<file path="src/include/gpr_map.svh">
// ##############################
// gpr unit wishbone address map
// and status word bit positions
// ##############################

`ifndef GPR_MAP_SVH
`define GPR_MAP_SVH

// registers 0 to 7 in code order
`define GPR_ADR_REG0   4'h0
`define GPR_ADR_CMD    4'h8
`define GPR_ADR_STATUS 4'h9

`define GPR_STAT_ILLEGAL   0
`define GPR_STAT_COUNT_LSB 8

`endif
</file>
<file path="src/source/gpr_pkg.sv">
// ##############################
// gpr operand path types
// register values, one-hot selects, decoded
// instruction fields, status and wishbone bus
// ##############################

package gpr_pkg;

    // one general register
    typedef logic [31:0] gpr_word_t;

    // reg or r/m field, or opcode low bits
    typedef logic [2:0] gpr_code_t;

    // one-hot register views, at most one bit set overall
    typedef struct packed {
        logic [7:0] byte_sel;   // al cl dl bl ah ch dh bh
        logic [7:0] word_sel;   // ax cx dx bx sp bp si di
        logic [7:0] dword_sel;  // eax ecx edx ebx esp ebp esi edi
    } gpr_sel_t;

    // instruction word as written by the host
    typedef struct packed {
        logic       size32;     // clear means 16-bit operand size
        logic [7:0] modrm;
        logic [7:0] opcode;
    } gpr_cmd_t;

    // decoded operation for the register file
    typedef struct packed {
        gpr_sel_t dst_sel;
        gpr_sel_t src_sel;
        logic     swap;         // xchg, both operands written
        logic     legal;
    } gpr_op_t;

    typedef struct packed {
        logic       illegal;    // last command rejected
        logic [7:0] done_count;
    } gpr_status_t;

    typedef struct packed {
        logic        cyc;
        logic        stb;
        logic        we;
        logic [3:0]  adr;       // word address
        logic [31:0] dat;
    } wb_req_t;

    typedef struct packed {
        logic        ack;
        logic [31:0] dat;
    } wb_rsp_t;

endpackage

</file>
<file path="src/source/gpr_unit.sv">
// ##############################
// gpr operand path top
// wishbone slave, field decode, register file
// ##############################

`timescale 1ns/10ps

module gpr_unit
    import gpr_pkg::*;
(
    input  logic    clk,
    input  logic    rst_n,
    input  wb_req_t req,
    output wb_rsp_t rsp
);

    gpr_cmd_t  cmd;
    gpr_op_t   op;
    logic      op_we;
    logic      host_we;
    gpr_code_t host_code;
    gpr_word_t host_wdata;
    gpr_word_t host_rdata;

    gpr_bus_slave bus_slave (
        .clk        (clk),
        .rst_n      (rst_n),
        .req        (req),
        .rsp        (rsp),
        .cmd        (cmd),
        .op_legal   (op.legal),
        .op_we      (op_we),
        .host_we    (host_we),
        .host_code  (host_code),
        .host_wdata (host_wdata),
        .host_rdata (host_rdata)
    );

    // combinational, settles during the busy cycle
    instruction_field_decode field_decode (
        .clk   (clk),
        .rst_n (rst_n),
        .cmd   (cmd),
        .op    (op)
    );

    general_register_file register_file (
        .clk        (clk),
        .rst_n      (rst_n),
        .host_we    (host_we),
        .host_code  (host_code),
        .host_wdata (host_wdata),
        .host_rdata (host_rdata),
        .op         (op),
        .op_we      (op_we)
    );

endmodule

</file>
<file path="src/source/gpr_bus_slave.sv">
// ##############################
// gpr wishbone classic slave
// host register access, command latch
// and issue, status word
// ##############################

`timescale 1ns/10ps

`include "gpr_map.svh"

module gpr_bus_slave
    import gpr_pkg::*;
(
    input  logic      clk,
    input  logic      rst_n,
    input  wb_req_t   req,
    output wb_rsp_t   rsp,
    output gpr_cmd_t  cmd,
    input  logic      op_legal,
    output logic      op_we,
    output logic      host_we,
    output gpr_code_t host_code,
    output gpr_word_t host_wdata,
    input  gpr_word_t host_rdata
);

    logic        busy;
    logic        ack_q;
    logic [31:0] rdata_q;
    logic        start;
    logic        cmd_hit;
    logic        status_hit;
    logic        reg_hit;
    logic [3:0]  reg_off;
    logic        cmd_issue;
    gpr_status_t status_q;
    logic [31:0] status_word;

    // new request only when idle and not in the ack cycle
    assign start = req.cyc & req.stb & ~busy & ~ack_q;

    assign reg_off    = req.adr - `GPR_ADR_REG0;
    assign reg_hit    = ~reg_off[3];
    assign cmd_hit    = (req.adr == `GPR_ADR_CMD);
    assign status_hit = (req.adr == `GPR_ADR_STATUS);

    assign host_code  = reg_off[2:0];
    assign host_wdata = req.dat;

    // writes land on the edge that raises ack
    assign host_we   = busy & req.we & reg_hit;
    assign cmd_issue = busy & req.we & cmd_hit;
    assign op_we     = cmd_issue & op_legal;

    always_comb begin
        status_word = '0;
        status_word[`GPR_STAT_ILLEGAL] = status_q.illegal;
        status_word[`GPR_STAT_COUNT_LSB +: 8] = status_q.done_count;
    end

    always_ff @(posedge clk or negedge rst_n) begin
        if (!rst_n) begin
            busy     <= 1'b0;
            ack_q    <= 1'b0;
            status_q <= '0;
        end else begin
            // ack one cycle after the sampling edge, one cycle wide
            busy  <= start;
            ack_q <= busy;
            if (cmd_issue) begin
                // rejected command keeps the count
                status_q.illegal <= ~op_legal;
                if (op_legal)
                    status_q.done_count <= status_q.done_count + 8'd1;
            end
        end
    end

    // command latched at the sampling edge, stable through the issue edge
    always_ff @(posedge clk) begin
        if (start && req.we && cmd_hit)
            cmd <= gpr_cmd_t'(req.dat[16:0]);
    end

    always_ff @(posedge clk) begin
        if (busy) begin
            if (reg_hit)
                rdata_q <= host_rdata;
            else if (status_hit)
                rdata_q <= status_word;
            else if (cmd_hit)
                rdata_q <= {15'h0000, cmd};
            else
                rdata_q <= '0;
        end
    end

    assign rsp.ack = ack_q;
    assign rsp.dat = rdata_q;

    // ack answers a request held through the busy cycle
    a_ack_held: assert property (@(posedge clk) disable iff (!rst_n)
        rsp.ack |-> $past(req.cyc && req.stb));

endmodule

</file>
<file path="src/source/general_register_file.sv">
// ##############################
// general register file
// eight 32-bit registers, host word access,
// lane-merging mov and xchg writes
// ##############################

`timescale 1ns/10ps

module general_register_file
    import gpr_pkg::*;
(
    input  logic      clk,
    input  logic      rst_n,
    input  logic      host_we,
    input  gpr_code_t host_code,
    input  gpr_word_t host_wdata,
    output gpr_word_t host_rdata,
    input  gpr_op_t   op,
    input  logic      op_we
);

    localparam gpr_word_t HIGH_BYTE = 32'h0000_ff00;

    gpr_word_t regs      [8];
    gpr_word_t regs_next [8];
    gpr_word_t dst_val;
    gpr_word_t src_val;

    // lane of register idx covered by a select
    function automatic gpr_word_t lane_mask(gpr_sel_t sel, gpr_code_t idx);
        gpr_word_t m;
        m = '0;
        if (sel.dword_sel[idx])
            m = 32'hffff_ffff;
        if (sel.word_sel[idx])
            m = 32'h0000_ffff;
        // byte codes 0 to 3 low lane, 4 to 7 high lane of regs 0 to 3
        if (!idx[2] && sel.byte_sel[idx])
            m = 32'h0000_00ff;
        if (!idx[2] && sel.byte_sel[{1'b1, idx[1:0]}])
            m = HIGH_BYTE;
        return m;
    endfunction

    // selected lane, shifted down and zero extended
    function automatic gpr_word_t read_lane(gpr_sel_t sel);
        gpr_word_t val;
        gpr_word_t m;
        val = '0;
        for (int i = 0; i < 8; i++) begin
            m = lane_mask(sel, gpr_code_t'(i));
            if (m == HIGH_BYTE)
                val |= (regs[i] & m) >> 8;
            else
                val |= regs[i] & m;
        end
        return val;
    endfunction

    // value placed into its lane, rest of the register kept
    function automatic gpr_word_t lane_merge(gpr_word_t cur, gpr_word_t m, gpr_word_t value);
        gpr_word_t placed;
        placed = (m == HIGH_BYTE) ? {16'h0000, value[7:0], 8'h00} : value;
        return (cur & ~m) | (placed & m);
    endfunction

    assign host_rdata = regs[host_code];

    // lane-aligned operand values, follow both the selects and the registers
    always_comb begin
        dst_val = read_lane(op.dst_sel);
        src_val = read_lane(op.src_sel);
    end

    always_comb begin
        regs_next = regs;
        if (host_we) begin
            regs_next[host_code] = host_wdata;
        end else if (op_we) begin
            for (int i = 0; i < 8; i++) begin
                // xchg half first, so xchg al,ah merges both lanes
                if (op.swap)
                    regs_next[i] = lane_merge(regs_next[i],
                                              lane_mask(op.src_sel, gpr_code_t'(i)), dst_val);
                regs_next[i] = lane_merge(regs_next[i],
                                          lane_mask(op.dst_sel, gpr_code_t'(i)), src_val);
            end
        end
    end

    always_ff @(posedge clk or negedge rst_n) begin
        if (!rst_n) begin
            for (int i = 0; i < 8; i++)
                regs[i] <= '0;
        end else begin
            regs <= regs_next;
        end
    end

    // host access and command write share the bus, never together
    a_we_exclusive: assert property (@(posedge clk) disable iff (!rst_n)
        !(host_we && op_we));

    // slave writes only ops the field decode accepted
    a_we_legal: assert property (@(posedge clk) disable iff (!rst_n)
        op_we |-> op.legal);

endmodule

</file>
<file path="src/source/instruction_field_decode.sv">
// ##############################
// instruction field decode
// opcode and modrm split, legality check,
// destination and source register selects
// ##############################

`timescale 1ns/10ps

module instruction_field_decode
    import gpr_pkg::*;
(
    input  logic     clk,
    input  logic     rst_n,
    input  gpr_cmd_t cmd,
    output gpr_op_t  op
);

    logic [1:0] mod_field;
    gpr_code_t  reg_field;
    gpr_code_t  rm_field;
    gpr_code_t  dst_code;
    gpr_code_t  src_code;
    logic       w_is_present;

    assign mod_field = cmd.modrm[7:6];
    assign reg_field = cmd.modrm[5:3];
    assign rm_field  = cmd.modrm[2:0];

    always_comb begin
        // defaults, mov with r/m as destination
        dst_code     = rm_field;
        src_code     = reg_field;
        w_is_present = 1'b1;
        op.swap      = 1'b0;
        op.legal     = 1'b0;
        case (cmd.opcode) inside
            8'h88, 8'h89, 8'h8a, 8'h8b: begin
                // only register form, no memory operand
                op.legal = (mod_field == 2'b11);
                // d bit set, reg field is the destination
                if (cmd.opcode[1]) begin
                    dst_code = reg_field;
                    src_code = rm_field;
                end
            end
            8'h86, 8'h87: begin
                op.legal = (mod_field == 2'b11);
                op.swap  = 1'b1;
            end
            [8'h90:8'h97]: begin
                // xchg with accumulator, register in opcode low bits
                dst_code     = 3'd0;
                src_code     = cmd.opcode[2:0];
                w_is_present = 1'b0;
                op.swap      = 1'b1;
                op.legal     = 1'b1;
            end
            default: op.legal = 1'b0;
        endcase
    end

    // w is opcode bit 0 for the 88 to 8b and 86 87 rows
    decode_general_register dst_decode (
        .instruction_reg (dst_code),
        .bit_width_16    (~cmd.size32),
        .bit_width_32    (cmd.size32),
        .w_is_present    (w_is_present),
        .w               (cmd.opcode[0]),
        .sel             (op.dst_sel)
    );

    decode_general_register src_decode (
        .instruction_reg (src_code),
        .bit_width_16    (~cmd.size32),
        .bit_width_32    (cmd.size32),
        .w_is_present    (w_is_present),
        .w               (cmd.opcode[0]),
        .sel             (op.src_sel)
    );

    // a legal op names at most one register view per operand
    a_sel_onehot: assert property (@(posedge clk) disable iff (!rst_n)
        op.legal |-> ($onehot0(op.dst_sel) && $onehot0(op.src_sel)));

endmodule

</file>
<file path="src/source/decode_general_register.sv">
// ##############################
// general register decode
// 3-bit reg code, operand size and w field
// to one-hot byte, word or dword select
// ##############################

`timescale 1ns/10ps

module decode_general_register
    import gpr_pkg::*;
(
    input  gpr_code_t instruction_reg,
    input  logic      bit_width_16,
    input  logic      bit_width_32,
    input  logic      w_is_present,
    input  logic      w,
    output gpr_sel_t  sel
);

    logic [7:0] code_hot;
    logic       any_width;
    logic       byte_view;
    logic       full_view;

    // one bit per register code, in 80386 code order
    assign code_hot = 8'b0000_0001 << instruction_reg;

    // some operand size must be active
    assign any_width = bit_width_16 | bit_width_32;

    // w present and clear picks the byte view at either size
    assign byte_view = w_is_present & ~w;

    // no w field, or w set, picks word or dword
    assign full_view = ~byte_view;

    // codes 4 to 7 are ah ch dh bh in the byte view
    assign sel.byte_sel = (byte_view && any_width) ? code_hot : 8'h00;

    // sp bp si di share codes with the high bytes
    assign sel.word_sel = (full_view && bit_width_16) ? code_hot : 8'h00;

    assign sel.dword_sel = (full_view && bit_width_32) ? code_hot : 8'h00;

endmodule

</file>
<file path="config.mk">
export PLATFORM = sky130hd
export DESIGN_NAME = gpr_unit
export DESIGN_NICKNAME = d
export VERILOG_FILES = /design/src/source/gpr_pkg.sv /design/src/source/gpr_unit.sv /design/src/source/gpr_bus_slave.sv /design/src/source/general_register_file.sv /design/src/source/instruction_field_decode.sv /design/src/source/decode_general_register.sv
export VERILOG_INCLUDE_DIRS = /design/src /design/src/include
export SDC_FILE = /design/constraint.sdc
export NUM_CORES = 1
export LEC_CHECK = 0
export ABC_AREA = 1
export BUFFER_PORTS_ARGS = -buffer_cell sky130_fd_sc_hd__buf_2
export CORE_ASPECT_RATIO = 1.75
export CORE_MARGIN = 2
export CORE_UTILIZATION = 55
export CTS_CLUSTER_DIAMETER = 40
export DETAILED_ROUTE_END_ITERATION = 12
export GPL_TIMING_DRIVEN = 0
export PLACE_DENSITY = 0.74
export SYNTH_ARGS = -nofsm -noshare
export SYNTH_HDL_FRONTEND = slang
export SYNTH_SLANG_ARGS = --single-unit
export TNS_END_PERCENT = 5
</file>
<file path="constraint.sdc">
create_clock -name clk -period 3.03 [get_ports clk]
set_clock_uncertainty 0.05 [all_clocks]
set_input_delay 0.606 -clock clk [delete_from_list [all_inputs] [get_ports clk]]
set_output_delay 0.606 -clock clk [all_outputs]
set_load 0.1 [all_outputs]
</file>
==> results of run 1 <==
metrics by stage:
| step | hold slack, ns | setup slack, ns |
|---|---|---|
| after floorplan | 0.260 | 0.192 |
| after global placement | 0.381 | -4.08 |
| after detailed placement | 0.397 | -1.25 |
| after CTS | 0.160 | -0.0846 |
repair_timing:
action | in CTS
endpoints found under the hold margin | 29
gates cloned | 1
setup endpoints to repair | 276
setup buffers | 58
hold buffers | 1
gates resized for setup | 269
pin swaps | 45
routing by layer:
metal  overflow  track usage (%)
met1         20             78.6
met2        508             96.1
met3         25             57.4
met4        323             79.7
met5         16             24.3
cell usage after synthesis (all sizes together), types with 49 or more instances:
cell type / number / area share (%)
a21oi: 419 / 8.0
buf: 153 / 3.4
clkbuf: 116 / 1.7
a21boi: 128 / 3.6
o21ai: 190 / 3.6
edfxtp: 49 / 5.6
nand4: 100 / 2.7
a221oi: 53 / 1.8
nor2: 310 / 5.7
nand3: 213 / 4.5
nand2: 1599 / 24
a22oi: 55 / 1.6
inv: 343 / 4.9
dfrtp: 267 / 25
cells by family after synthesis:
logic type                 Yosys count
adders and majority gates            1
xor gates and xnor gates             7
DFF                                316
and+or+nand+nor                   2248
AOI/OAI and AO/OA                  947
buffers and inverters              621
==> summary.txt, run 1 <==
Clocking
  • Clock sinks: 316
  • H-tree depth: 2
  • TritonCTS Buffers: between 40 and 50
  • Clock buffer depth: 3
  • Root Buffer: clkbuf_16

Placement
  • Port Buf Inserts: 56
  • Placed cells: between 4,000 and 5,000
  • Area after DPL: 27,500 sq um
  • Gpl congestion: 1.26
  • Post-detail-place hpwl: 118,000 um

Global routing
  • Overflow after GRT: 892
  • First-pass GRT wire length: 293,000 um
  • Vias in the first global route: about 37,000
  • Largest net degree at the start of global routing: 112
  • Total GRT Usage: 77.7%

Synth
  • Post-synthesis adder-cell area fraction: 0.0475%
  • Post-Synth Simple-Gate Area: a little under two fifths
  • Mean Syn Cell Area: 6.37 sq um
  • Synth warn: 0
  • Syn Std Cell Area: 26,400 sq um
  • Main combinational cell family by area after synthesis: simple AND/OR/NAND/NOR gates
  • Post-synthesis compound-gate area fraction: 21.5%
  • Post-synth ARST share: between 80% and 90%
  • Sequential element share of the synthesized area: a little under a third
  • Ys flop type: dfrtp_1
  • Number of flops mapped to enable cells by yosys: 49
  • Post-synth net total: 4,182
  • Synthesized netlist cell count: approximately 4,100
  • Number of synthesized register bits: 316
  • Library cells used by synthesis: 51
  • Mux cell area share after synthesis: 0%
  • Post-Synth XOR/XNOR Area: 0.233%

Die
  • Die height: 294 um
  • Die W: 170 um
  • Starting Density: 55.4%
  • Ports: between 70 and 80
  • Floorplan row count: 106

Run status
  • Status: stopped before the end
  • Fail Step: global routing (5_1_grt)
  • Stop err: [ERROR GRT-0116] Global routing finished with congestion. Check the congestion regions in the DRC Viewer.
==> run 2: changes to the inputs <==
--- a/config.mk
+++ b/config.mk
@@ -8,13 +8,11 @@
 export LEC_CHECK = 0
 export ABC_AREA = 1
 export BUFFER_PORTS_ARGS = -buffer_cell sky130_fd_sc_hd__buf_2
-export CORE_ASPECT_RATIO = 1.75
 export CORE_MARGIN = 2
-export CORE_UTILIZATION = 55
-export CTS_CLUSTER_DIAMETER = 40
+export CORE_UTILIZATION = 40
 export DETAILED_ROUTE_END_ITERATION = 12
 export GPL_TIMING_DRIVEN = 0
-export PLACE_DENSITY = 0.74
+export PLACE_DENSITY_LB_ADDON = 0.15
 export SYNTH_ARGS = -nofsm -noshare
 export SYNTH_HDL_FRONTEND = slang
 export SYNTH_SLANG_ARGS = --single-unit
==> constraint.sdc (replaced) <==
create_clock -name clk -period 3.94 [get_ports clk]
set_clock_uncertainty 0.05 [all_clocks]
set_input_delay 0.788 -clock clk [delete_from_list [all_inputs] [get_ports clk]]
set_output_delay 0.788 -clock clk [all_outputs]
set_load 0.1 [all_outputs]
==> run 2 against run 1 <==
  * Synthesized cell count unchanged
  * The flow now finishes, with violations (negative setup slack)
  * Area after synthesis stayed put
==> summary.txt, run 2 <==
Power and ir drop
  • Seq pwr share: 42.1%
  • Comb pwr share: approximately an eighth
  • Total chip power: ~8700 uW
  • Switching pwr: roughly 2800 uW
  • Max VDD drop: 0.326 mV
  • Net Sw Frac: 32.6%
  • Clk pwr share: 45.3%
  • Lkg Pwr: 0.0143 uW
  • Power density cells: 296 nW/um^2
  • Int Power: 5830 uW

Placement
  • Port Buf Inserts: 56
  • Placed cells: 5,063
  • Gpl congestion: 1.08
  • Post-detail-place hpwl: between 100,000 and 150,000 um

Timing
  • Final setup vio count: 10
  • Hold Slack: 0.0469 ns
  • Slew @ Worst Pin: between 1 and 1.5 ns
  • Max transition margin: 7.34%
  • Crit path time final: 4.06 ns
  • RSZ-0062 raised after global routing: true
  • Fmax: approximately 0.25 GHz
  • Tcrit/Tclk final: 103%
  • Slew Viols, Final: 0
  • Final worst setup slack: -0.119 ns
  • Final hold vios: 0

Global routing
  • Largest net degree at the start of global routing: 106
  • Total GRT Usage: 49.0%
  • First-pass GRT wire length: 231,000 um
  • Antenna violations before repair: 12
  • Overflow after GRT: 0
  • Vias in the first global route: 29,458

Synth
  • Syn Std Cell Area: ~26,000 sq um
  • Mean Syn Cell Area: 6.37 sq um
  • Number of synthesized register bits: 316
  • Sequential element share of the synthesized area: 30.9%
  • Post-synth top area share: 25.3%
  • Top cells by area, synth: dfrtp_1 (25%), nand2_1 (22%), a21oi_1 (8.0%)
  • Post-synth net total: ~4,200
  • Ys flop type: dfrtp_1
  • Most frequent cell after synthesis: nand2_1
  • Leading area contributor after synthesis: dfrtp_1
  • Synthesized netlist cell count: 4,140
  • Number of flops mapped to enable cells by yosys: 49
  • Library cells used by synthesis: 51
  • Synth warn: 0
  • Post-synth ARST share: about 84%
  • List of most frequent post-synthesis cells: nand2_1 (1,549), a21oi_1 (419), inv_1 (299)

Clocking
  • Clock sinks: around 320
  • H-tree depth: 2
  • Clock-pin slew of the registers on the worst-case setup and hold paths: 0.06 ns
  • Clock buffer depth: 3
  • Post-CTS setup buffer count: 0
  • Root Buffer: clkbuf_16
  • TritonCTS Buffers: 42
  • CTS tree: built
  • Clk_lat worst skew: 0.65 ns

Run status
  • Failing checks: negative setup slack
  • Status: finished with violations

Critical path
  • Arrival @ worst endpoint: 4.58 ns
  • Setup CP Type: reg -> reg
  • Slowest stage cell, crit path: clkbuf_1
  • Cell repeated most along the worst path: nand2_1
  • Nature of the critical path startpoint: register
  • Worst Path Max Fanout: 10
  • Kind of end point of the critical path: register
  • Required @ worst endpoint: 4.47 ns
  • Worst R2R Path Depth: 13
  • Critical-path cell list: inv_1, nand4_4, nor2_1, nor2_8, nor2_2, nand2_2, inv_2, buf_4, clkbuf_1, nand2_1, nand2_1, nand2_1, a21boi_1
  • CP max stage delay: roughly 0.87 ns

Cells and area
  • Fillers: 7,172
  • Fraction of layout cells with a size suffix above 1: 10.5%
  • Commonest non-fill, non-tap cell in the layout: nand2_1
  • Most frequent cells in the layout: nand2_1 (1,547), a21oi_1 (418), inv_1 (299), dfrtp_1 (266), nor2_1 (256)
  • Non-Filler Instances: 5,146
  • Area growth, synth to finish: 10.9%
  • Nets: 4,285

Drt
  • Routed via count: about 33,000
  • Routed Antenna Nets: 0
  • Drt wl/cell: 32.9 um
  • 1st-pass router iterations: 6
  • DRT iter0 DRCs: 4,696
  • Drt total wl: 169,000 um
  • Drt drc: 0
  • Via density: 6.35

Job
  • Number of max-cap violations: 0

Die
  • Floorplan row count: 94
  • Ports: 74
  • Core area: 65,500 sq um
  • Die height: 261 um
  • Starting Density: 40.2%
  • Die W: around 260 um
  • Die Area: 68,000 sq um

Worst hold path
  • Hold Crit Class: in -> async
-- run 2: cell counts after synthesis --
No cell type changed its count.
-- run 2: logic make-up after synthesis --
kind of cell / after synthesis / synth area share [%]
fa+ha+maj: 1 / 0.0475
xor+xnor: 7 / 0.233
buf+inv: 621 / 10.1
flops: 316 / 30.9
compound gates: 947 / 21.5
simple gates: 2248 / 37.2
-- run 2: final cells by class --
type                    instances  area [sq um]  area share, %
plain buffers                 269          1360           4.65
flip-flops and latches        316          8150           27.9
repair buffers                 59           365           1.25
diodes                          7          17.5         0.0599
multi-input cells            3203         15600           53.4
well taps                     864          1080           3.70
clock buffers                  59          1170           3.99
inverters                     352          1330           4.55
clock inverters                17           146          0.501
-- run 2: layer usage --
metal  vias up  global-route usage [%]  part of all wire, %
li1      13875                       -                    -
met4        12                    44.5                   11
met2      2578                    71.7                   42
met1     15330                    57.9                   36
met3       877                    14.1                   11
met5         -                       0                0.053
-- run 2: power groups by stage --
stage	sequential (uW)	combinational [uW]	clock, uW
after floorplan	3710	461	0
after global placement	3700	1010	0
after detailed placement	3690	1030	0
after CTS	3630	1030	3890
after global routing	3640	1120	4000
final	3640	1090	3920
-- run 2: final timing paths --
kind	start	endpoint	slack [ns]
hold / removal	rst_n	bus_slave.status_q[2]	0.05
hold reg to reg	bus_slave.ack_q	bus_slave.busy	0.39
min in group clk	req[0]	bus_slave.cmd[0]	0.30
setup reg to reg	bus_slave.cmd[2]	register	-0.12
max in group asynchronous	rst_n	async pin	2.19
setup / recovery	bus_slave.cmd[2]	register	-0.12
-- run 2: timing repair --
item,CTS,global route
setup endpoints to repair,164,208
gates resized for setup,14,28
hold buffers,0,0
gates cloned,0,0
-- run 2: worst max-delay path, delay by kind of cell (launching register included) --
family | cells | cell delay [ns]
buf+inv | 4 | 1.72
simple gates | 8 | 1.61
compound gates | 1 | 0.15
flops | 1 | 0.44
-- run 2: per-stage QoR --
stage	util [%]	setup TNS (ns)	area, sq um	worst slack [ns]
final	44.6	-0.892	29200	-0.119
after global routing	44.6	-0.960	29200	-0.125
after CTS	44.5	0	29200	0.0268
after detailed placement	42.5	-88.32	27800	-0.890
after global placement	42.3	-1244.95	27700	-3.81
after floorplan	-	0	26400	0.994
(Power assumes the default switching activity.)
